[src/logic/spi_pkg.sv]
`default_nettype none

package spi_pkg;

    // The master's idle state carries a prefix so it does not clash with the controller's IDLE
    typedef enum logic [1:0] {
        SPI_IDLE,
        SHIFT_LOW,
        SHIFT_HIGH,
        END_GAP
    } spi_state_e;

    typedef enum logic [2:0] {
        IDLE,
        SEND_WORD,
        WAIT_BUSY,
        WAIT_WORD,
        FINISHED
    } send_state_e;

endpackage

`default_nettype wire

[src/logic/mem_pkg.sv]
`default_nettype none

package mem_pkg;

    // Width of a data word and of a byte address
    localparam int word_width = 32;

    // Access width of a load port write
    typedef enum logic [1:0] {
        MEM_DT_BYTE,
        MEM_DT_HALF,
        MEM_DT_WORD
    } mem_dt_e;

    // Outcome of a load port write
    typedef enum logic [1:0] {
        ENONE,  // Write accepted
        EALIGN, // Address not aligned to the access width
        ERANGE  // Address past the end of the memory
    } errno_e;

endpackage

`default_nettype wire
[src/logic/mem_dump_top.sv]
`timescale 1ns/1ps
`default_nettype none

module mem_dump_top import mem_pkg::*; #(
    parameter int mem_words      = 64,
    parameter int start_addr     = 32,
    parameter int end_addr       = 60,
    parameter int sck_width_clks = 2
) (
    input  wire                  clk,
    input  wire                  rst,
    input  wire                  wr_en,
    input  wire mem_dt_e         wr_dt,
    input  wire [word_width-1:0] wr_addr,
    input  wire [word_width-1:0] wr_data,
    output errno_e               wr_err,
    input  wire                  start,
    output wire                  done,
    output wire                  mosi,
    output wire                  ss,
    output wire                  sck
);
    wire [word_width-1:0] tm_addr;
    wire [word_width-1:0] tm_rdata;
    wire                  si_en;
    wire                  si_busy;

    data_mem #(
        .mem_words(mem_words)
    ) u_data_mem (
        .clk(clk),
        .rst(rst),
        .wr_en(wr_en),
        .wr_dt(wr_dt),
        .wr_addr(wr_addr),
        .wr_data(wr_data),
        .wr_err(wr_err),
        .tm_addr(tm_addr),
        .tm_rdata(tm_rdata)
    );

    mem_send_ctrl #(
        .start_addr(start_addr),
        .end_addr(end_addr)
    ) u_mem_send_ctrl (
        .clk(clk),
        .rst(rst),
        .start(start),
        .si_busy(si_busy),
        .si_en(si_en),
        .tm_addr(tm_addr),
        .done(done)
    );

    spi_master_w #(
        .sck_width_clks(sck_width_clks)
    ) u_spi_master_w (
        .clk(clk),
        .rst(rst),
        .si_en(si_en),
        .tx_data(tm_rdata), // Word at tm_addr, read combinationally
        .si_busy(si_busy),
        .mosi(mosi),
        .ss(ss),
        .sck(sck)
    );

endmodule

`default_nettype wire

[src/logic/spi_master_w.sv]
`timescale 1ns/1ps
`default_nettype none

module spi_master_w import mem_pkg::*, spi_pkg::*; #(
    parameter int sck_width_clks = 2
) (
    input  wire                  clk,
    input  wire                  rst,
    input  wire                  si_en,
    input  wire [word_width-1:0] tx_data,
    output logic                 si_busy,
    output logic                 mosi,
    output logic                 ss,
    output logic                 sck
);
    localparam int cnt_w = (sck_width_clks > 1) ? $clog2(sck_width_clks) : 1;
    localparam int bit_w = $clog2(word_width);
    localparam logic [cnt_w-1:0] half_last = cnt_w'(sck_width_clks - 1);
    localparam logic [bit_w-1:0] bit_last  = bit_w'(word_width - 1);

    spi_state_e            cs;
    logic [word_width-1:0] shift_reg;
    logic [bit_w-1:0]      bit_cnt;
    logic [cnt_w-1:0]      clk_cnt;
    logic                  half_done;

    assign half_done = (clk_cnt == half_last);

    always_ff @(posedge clk or posedge rst) begin
        if (rst) begin
            cs <= SPI_IDLE;
            shift_reg <= '0;
            bit_cnt <= '0;
            clk_cnt <= '0;
        end else begin
            case (cs)
                SPI_IDLE: begin
                    if (si_en) begin
                        cs <= SHIFT_LOW;
                        shift_reg <= tx_data;
                        bit_cnt <= '0;
                        clk_cnt <= '0;
                    end
                end
                SHIFT_LOW: begin
                    if (half_done) begin
                        cs <= SHIFT_HIGH;
                        clk_cnt <= '0;
                    end else begin
                        clk_cnt <= clk_cnt + 1'b1;
                    end
                end
                SHIFT_HIGH: begin
                    if (half_done) begin
                        // Falling edge of sck, next bit goes out
                        shift_reg <= {shift_reg[word_width-2:0], 1'b0};
                        clk_cnt <= '0;
                        if (bit_cnt == bit_last) begin
                            cs <= END_GAP;
                        end else begin
                            cs <= SHIFT_LOW;
                            bit_cnt <= bit_cnt + 1'b1;
                        end
                    end else begin
                        clk_cnt <= clk_cnt + 1'b1;
                    end
                end
                END_GAP: begin
                    if (half_done) begin
                        cs <= SPI_IDLE;
                        clk_cnt <= '0;
                    end else begin
                        clk_cnt <= clk_cnt + 1'b1;
                    end
                end
                default: cs <= SPI_IDLE;
            endcase
        end
    end

    // All pins come straight from registers, the register is empty after 32 shifts
    assign mosi = shift_reg[word_width-1];
    assign sck = (cs == SHIFT_HIGH);
    assign ss = (cs == SPI_IDLE) || (cs == END_GAP);
    assign si_busy = (cs != SPI_IDLE); // Covers the end gap too

endmodule

`default_nettype wire

[src/logic/mem_send_ctrl.sv]
`timescale 1ns/1ps
`default_nettype none

module mem_send_ctrl import mem_pkg::*, spi_pkg::*; #(
    parameter int start_addr = 32,
    parameter int end_addr   = 60
) (
    input  wire                   clk,
    input  wire                   rst,
    input  wire                   start,
    input  wire                   si_busy,
    output logic                  si_en,
    output logic [word_width-1:0] tm_addr,
    output logic                  done
);
    localparam logic [word_width-1:0] first_addr = word_width'(start_addr);
    localparam logic [word_width-1:0] last_addr  = word_width'(end_addr);

    send_state_e           cs;
    logic [word_width-1:0] addr_reg;

    always_ff @(posedge clk or posedge rst) begin
        if (rst) begin
            cs <= IDLE;
            addr_reg <= first_addr;
        end else begin
            case (cs)
                IDLE, FINISHED: begin
                    if (start) begin // Strobes during a dump are not seen here
                        cs <= SEND_WORD;
                        addr_reg <= first_addr;
                    end
                end
                SEND_WORD: cs <= WAIT_BUSY;
                WAIT_BUSY: begin
                    if (si_busy)
                        cs <= WAIT_WORD;
                end
                WAIT_WORD: begin
                    if (!si_busy) begin
                        if (addr_reg == last_addr) begin
                            cs <= FINISHED;
                        end else begin
                            cs <= SEND_WORD;
                            addr_reg <= addr_reg + word_width'(4);
                        end
                    end
                end
                default: cs <= IDLE;
            endcase
        end
    end

    // The master latches the word while enable is up and it is idle
    assign si_en = (cs == SEND_WORD) || (cs == WAIT_BUSY);
    assign tm_addr = addr_reg;
    assign done = (cs == FINISHED);

endmodule

`default_nettype wire

[src/logic/data_mem.sv]
`timescale 1ns/1ps
`default_nettype none

module data_mem import mem_pkg::*; #(
    parameter int mem_words = 64
) (
    input  wire                   clk,
    input  wire                   rst,
    input  wire                   wr_en,
    input  wire mem_dt_e          wr_dt,
    input  wire  [word_width-1:0] wr_addr,
    input  wire  [word_width-1:0] wr_data,
    output errno_e                wr_err,
    input  wire  [word_width-1:0] tm_addr,
    output logic [word_width-1:0] tm_rdata
);
    localparam int idx_w = (mem_words > 1) ? $clog2(mem_words) : 1;
    localparam logic [word_width-1:0] mem_bytes = word_width'(mem_words * 4);

    logic [word_width-1:0] mem [mem_words];

    logic [3:0]            be;
    logic [word_width-1:0] wdata;
    errno_e                err_next;
    logic [idx_w-1:0]      wr_idx;
    logic [idx_w-1:0]      tm_idx;

    assign wr_idx = wr_addr[idx_w+1:2];
    assign tm_idx = tm_addr[idx_w+1:2];

    always_comb begin
        be = 4'b0000;
        wdata = wr_data;
        err_next = ENONE;
        case (wr_dt)
            MEM_DT_BYTE: begin
                be = 4'b0001 << wr_addr[1:0];
                wdata = {4{wr_data[7:0]}}; // Same byte on every lane, be picks one
            end
            MEM_DT_HALF: begin
                be = 4'b0011 << wr_addr[1:0];
                wdata = {2{wr_data[15:0]}};
                if (wr_addr[0])
                    err_next = EALIGN;
            end
            MEM_DT_WORD: begin
                be = 4'b1111;
                if (wr_addr[1:0] != 2'b00)
                    err_next = EALIGN;
            end
            default: err_next = EALIGN; // Unused encoding is rejected
        endcase
        if (err_next == ENONE && wr_addr >= mem_bytes)
            err_next = ERANGE;
    end

    always_ff @(posedge clk) begin
        if (wr_en && err_next == ENONE) begin
            for (int i = 0; i < 4; i++) begin
                if (be[i])
                    mem[wr_idx][8*i +: 8] <= wdata[8*i +: 8];
            end
        end
    end

    always_ff @(posedge clk or posedge rst) begin
        if (rst)
            wr_err <= ENONE;
        else if (wr_en)
            wr_err <= err_next; // Held until the next strobe
    end

    // Test-mode read is word granular and returns zero past the end
    assign tm_rdata = (tm_addr < mem_bytes) ? mem[tm_idx] : '0;

endmodule

`default_nettype wire

[config.mk]
export PLATFORM = sky130hd
export DESIGN_NAME = mem_dump_top
export DESIGN_NICKNAME = d
export VERILOG_FILES = /design/src/logic/spi_pkg.sv /design/src/logic/mem_pkg.sv /design/src/logic/mem_dump_top.sv /design/src/logic/spi_master_w.sv /design/src/logic/mem_send_ctrl.sv /design/src/logic/data_mem.sv
export SDC_FILE = /design/constraint.sdc
export NUM_CORES = 2
export LEC_CHECK = 0
export ABC_AREA = 0
export BUFFER_PORTS_ARGS = -buffer_cell sky130_fd_sc_hd__buf_4
export CAP_MARGIN = 20
export CORE_AREA = 2 2 581 583
export CTS_BUF_LIST = sky130_fd_sc_hd__clkbuf_4
export CTS_CLUSTER_DIAMETER = 30
export CTS_CLUSTER_SIZE = 12
export DETAILED_ROUTE_END_ITERATION = 6
export DIE_AREA = 0 0 583 585
export PLACE_DENSITY = 0.5
export SYNTH_ARGS = -nofsm -noshare
export SYNTH_HDL_FRONTEND = slang
export SYNTH_SLANG_ARGS = --single-unit
[constraint.sdc]
create_clock -name clk -period 2.2 [get_ports clk]
set_input_delay 0.11 -clock clk [delete_from_list [all_inputs] [get_ports clk]]
set_output_delay 0.11 -clock clk [all_outputs]
set_load 0.02 [all_outputs]
==> flow_summary.json <==
{
  "critPathMaxStageDelay_ps": 560,
  "core-area_mm2": 0.335,
  "cts-buffers-inserted": 457,
  "vias": 48700,
  "synth_simple_gate_area_frac": 0.0391,
  "ir_worst_vdd_uv": 702,
  "crit_path_end_kind": "flop",
  "rsz0062_at_grt": "yes",
  "violations": "setup timing",
  "drive_gt1_frac": 0.448,
  "die_y_um": 585,
  "drt_wl_total_mm": 277,
  "placed_cells": 9213,
  "syn_area_mm2": 0.0835,
  "outcome": "finished, violations left",
  "antenna_found_initial": 24,
  "crit_arrival_ps": 3920,
  "rr_startpoint": "u_mem_send_ctrl.tm_addr[2]",
  "grt_util_all_layers": 0.159,
  "synth_compound_area_frac": 0.0308,
  "portBuffers": 75,
  "ys_ff_latch": 2123,
  "gp_congestion": 0.842,
  "async_reset_ff_frac": 0.0353,
  "grt_overflow": 0,
  "finalNonFillerCells": 10300,
  "cellPowerDensity_mw_per_mm2": 1120,
  "leakage_nw": 35.5,
  "setup_ws_ps": -394,
  "min_from": "wr_addr[4]",
  "synth_most_common_cell": "edfxtp_1",
  "clkTransAtPathRegs_ps": 90,
  "synth_cell_types": 73,
  "clkSinkCount": 2123,
  "synth_top_area_frac": 0.737,
  "clk_path_buf_depth": 4,
  "cts_tree": "yes",
  "synth_edf_count": 2048,
  "layout.nets": 5579,
  "hpwl_mm": 181,
  "avgSynthCellArea_um2": 20.2,
  "yosys_warnings": 0,
  "path_max_fanout": 6,
  "worstPathRequired_ps": 3530,
  "start_util": 0.249,
  "root_buffer": "clkbuf_4",
  "critPathKind": "flop to flop",
  "die_x_um": 583,
  "fin_skew_ps": 135,
  "syn_nets": 4219,
  "grt_pass1_vias": 49300,
  "synth_seq_area_share": 0.759,
  "cap_viol_max_count": 0,
  "yosys-top-cells-area": "edfxtp_1 74%, mux4_2 13%, dfrtp_1 2.2%",
  "grt_max_degree": 65,
  "vias_per_cell": 4.73,
  "maxSlewHeadroom": 0.288,
  "synth_top_family_by_area": "multiplexers",
  "finalMaxSlewViolations": 0,
  "drt_pass1_iterations": 6,
  "synth_ff_type": "edfxtp_1",
  "hold_violations": 0,
  "startpoint": "u_mem_send_ctrl.tm_addr[2]",
  "synth_mux_area_frac": 0.150,
  "reg2reg_depth": 8,
  "wire_per_inst_um": 26.9,
  "fin_crit_ps": 2590,
  "drt-initial-drc-count": 5282,
  "crit_slowest_cell": "mux4_2",
  "io_pins": 76,
  "finalInstanceArea_mm2": 0.108,
  "tightest_slew_ps": 1070,
  "synth_top_area_cell": "edfxtp_1",
  "period_share": 1.18,
  "die_area_mm2": 0.341,
  "clock_latency_ps": 1460,
  "timing.fmax_mhz": 386,
  "hold_slack_ps": 63.9,
  "synth-xor-area-share": 0.00199,
  "fin_util": 0.323,
  "worstHoldPathType": "input pin to flop",
  "netlist_top_cells_count": "2,048 x edfxtp_1, 488 x mux4_2, 312 x nor2_1",
  "grt_pass1_wl_mm": 384,
  "ant_nets": 0,
  "setup_viol": 66,
  "regToRegSetupSlack_ps": -390,
  "worst_setup_path_start_kind": "flop",
  "path_cells": "buf_12 -> buf_12 -> buf_16 -> mux4_2 -> mux4_2 -> o21ai_2 -> nor4_1 -> a211o_1",
  "num_rows": 213,
  "placed_cell_area_mm2": 0.0962,
  "pre_cts_ws_ps": -726,
  "h-tree-depth": 5,
  "drc": 0,
  "worstHoldPathCells": 6,
  "area.growth.synth_to_final_pct": 29.8,
  "largest_register_ff_count": 2048,
  "synthAdderAreaFrac": 0.00120,
  "synthCells": 4141
}
-- power breakdown --
| part | leakage (nW) | switching, mW | total (mW) | internal, mW |
|---|---|---|---|---|
| logic | 12.3 | 19.8 | 39.2 | 19.4 |
| registers | 19.2 | 0.402 | 45.4 | 45.0 |
| clock network | 3.95 | 17.2 | 36.9 | 19.7 |
-- routing by layer --
metal,GRT usage,vias to the layer above,wire length [µm]
met2,0.253,2252,130000
met5,0,-,46
met4,0.0480,8,7520
li1,-,20200,-
met3,0.0348,484,22500
met1,0.217,25800,116000
-- path summary, 6_finish.rpt --
kind | endpoint
max reg2reg | u_spi_master_w.shift_reg[10]
max in group asynchronous | u_spi_master_w.shift_reg[17]
max | u_spi_master_w.shift_reg[10]
min in group asynchronous | u_mem_send_ctrl.tm_addr[5]
min reg2reg | u_spi_master_w.shift_reg[30]
min | u_data_mem.mem[45][14]
-- area by class of cell --
class	count	area, µm²
inverter	16	67.6
antenna	18	45.0
fill	32400	227000
multi-input combinational	1752	20300
tap	4407	5510
clock inverter	315	3430
sequential	2123	63400
clock buffer	515	3870
timing repair buffer	1151	11700
-- placed cells by master, fill, tap and decap left out, drive strengths merged, types with 64 or more instances in the layout --
| master | netlist | routed |
|---|---|---|
| clkbuf | 108 | 520 |
| o21ai | 64 | 64 |
| buf | 142 | 1048 |
| dfrtp | 74 | 74 |
| a22oi | 95 | 95 |
| nand2 | 169 | 169 |
| dlygate4sd3 | 0 | 93 |
| clkinv | 0 | 175 |
| mux4 | 488 | 488 |
| bufinv | 0 | 66 |
| nor2 | 312 | 312 |
| edfxtp | 2048 | 2048 |
| nand3 | 92 | 92 |
| mux2i | 122 | 122 |
-- worst max-delay path: cells and delay by family (launching register included) --
| family | cells | cell delay [ps] |
|---|---|---|
| AO/OA/AOI/OAI | 2 | 440 |
| flip-flops | 1 | 450 |
| multiplexers | 2 | 1070 |
| AND/OR/NAND/NOR | 1 | 80 |
| buffers and inverters | 3 | 460 |
-- through the flow --
| stage | TNS [ps] | total power, mW |
|---|---|---|
| 2_1_floorplan | -302 | 63.4 |
| 3_3_place_gp | -245410 | 78.5 |
| 3_5_place_dp | -300790 | 78.6 |
| 4_1_cts | -13130 | 121 |
| 5_1_grt | -16980 | 126 |
| 6_report | -14640 | 121 |
-- cell families after synthesis --
| kind of cell | after synthesis |
|---|---|
| buffers and inverters | 266 |
| AO/OA/AOI/OAI | 366 |
| XOR/XNOR | 19 |
| AND/OR/NAND/NOR | 723 |
| flip-flops | 2123 |
| adder cells (fa/ha/maj) | 8 |
| multiplexers | 636 |
-- what timing repair did --
item / 4_1_cts / 5_1_grt
pin swaps: 110 / 111
gates cloned: 12 / 5
buffers inserted: 95 / 46
hold endpoints to repair: 4205 / 33
setup endpoints to repair: 69 / 132
hold buffers: 96 / 5
resized for setup: 318 / 207
No activity file was read; power rests on OpenSTA's default activity.
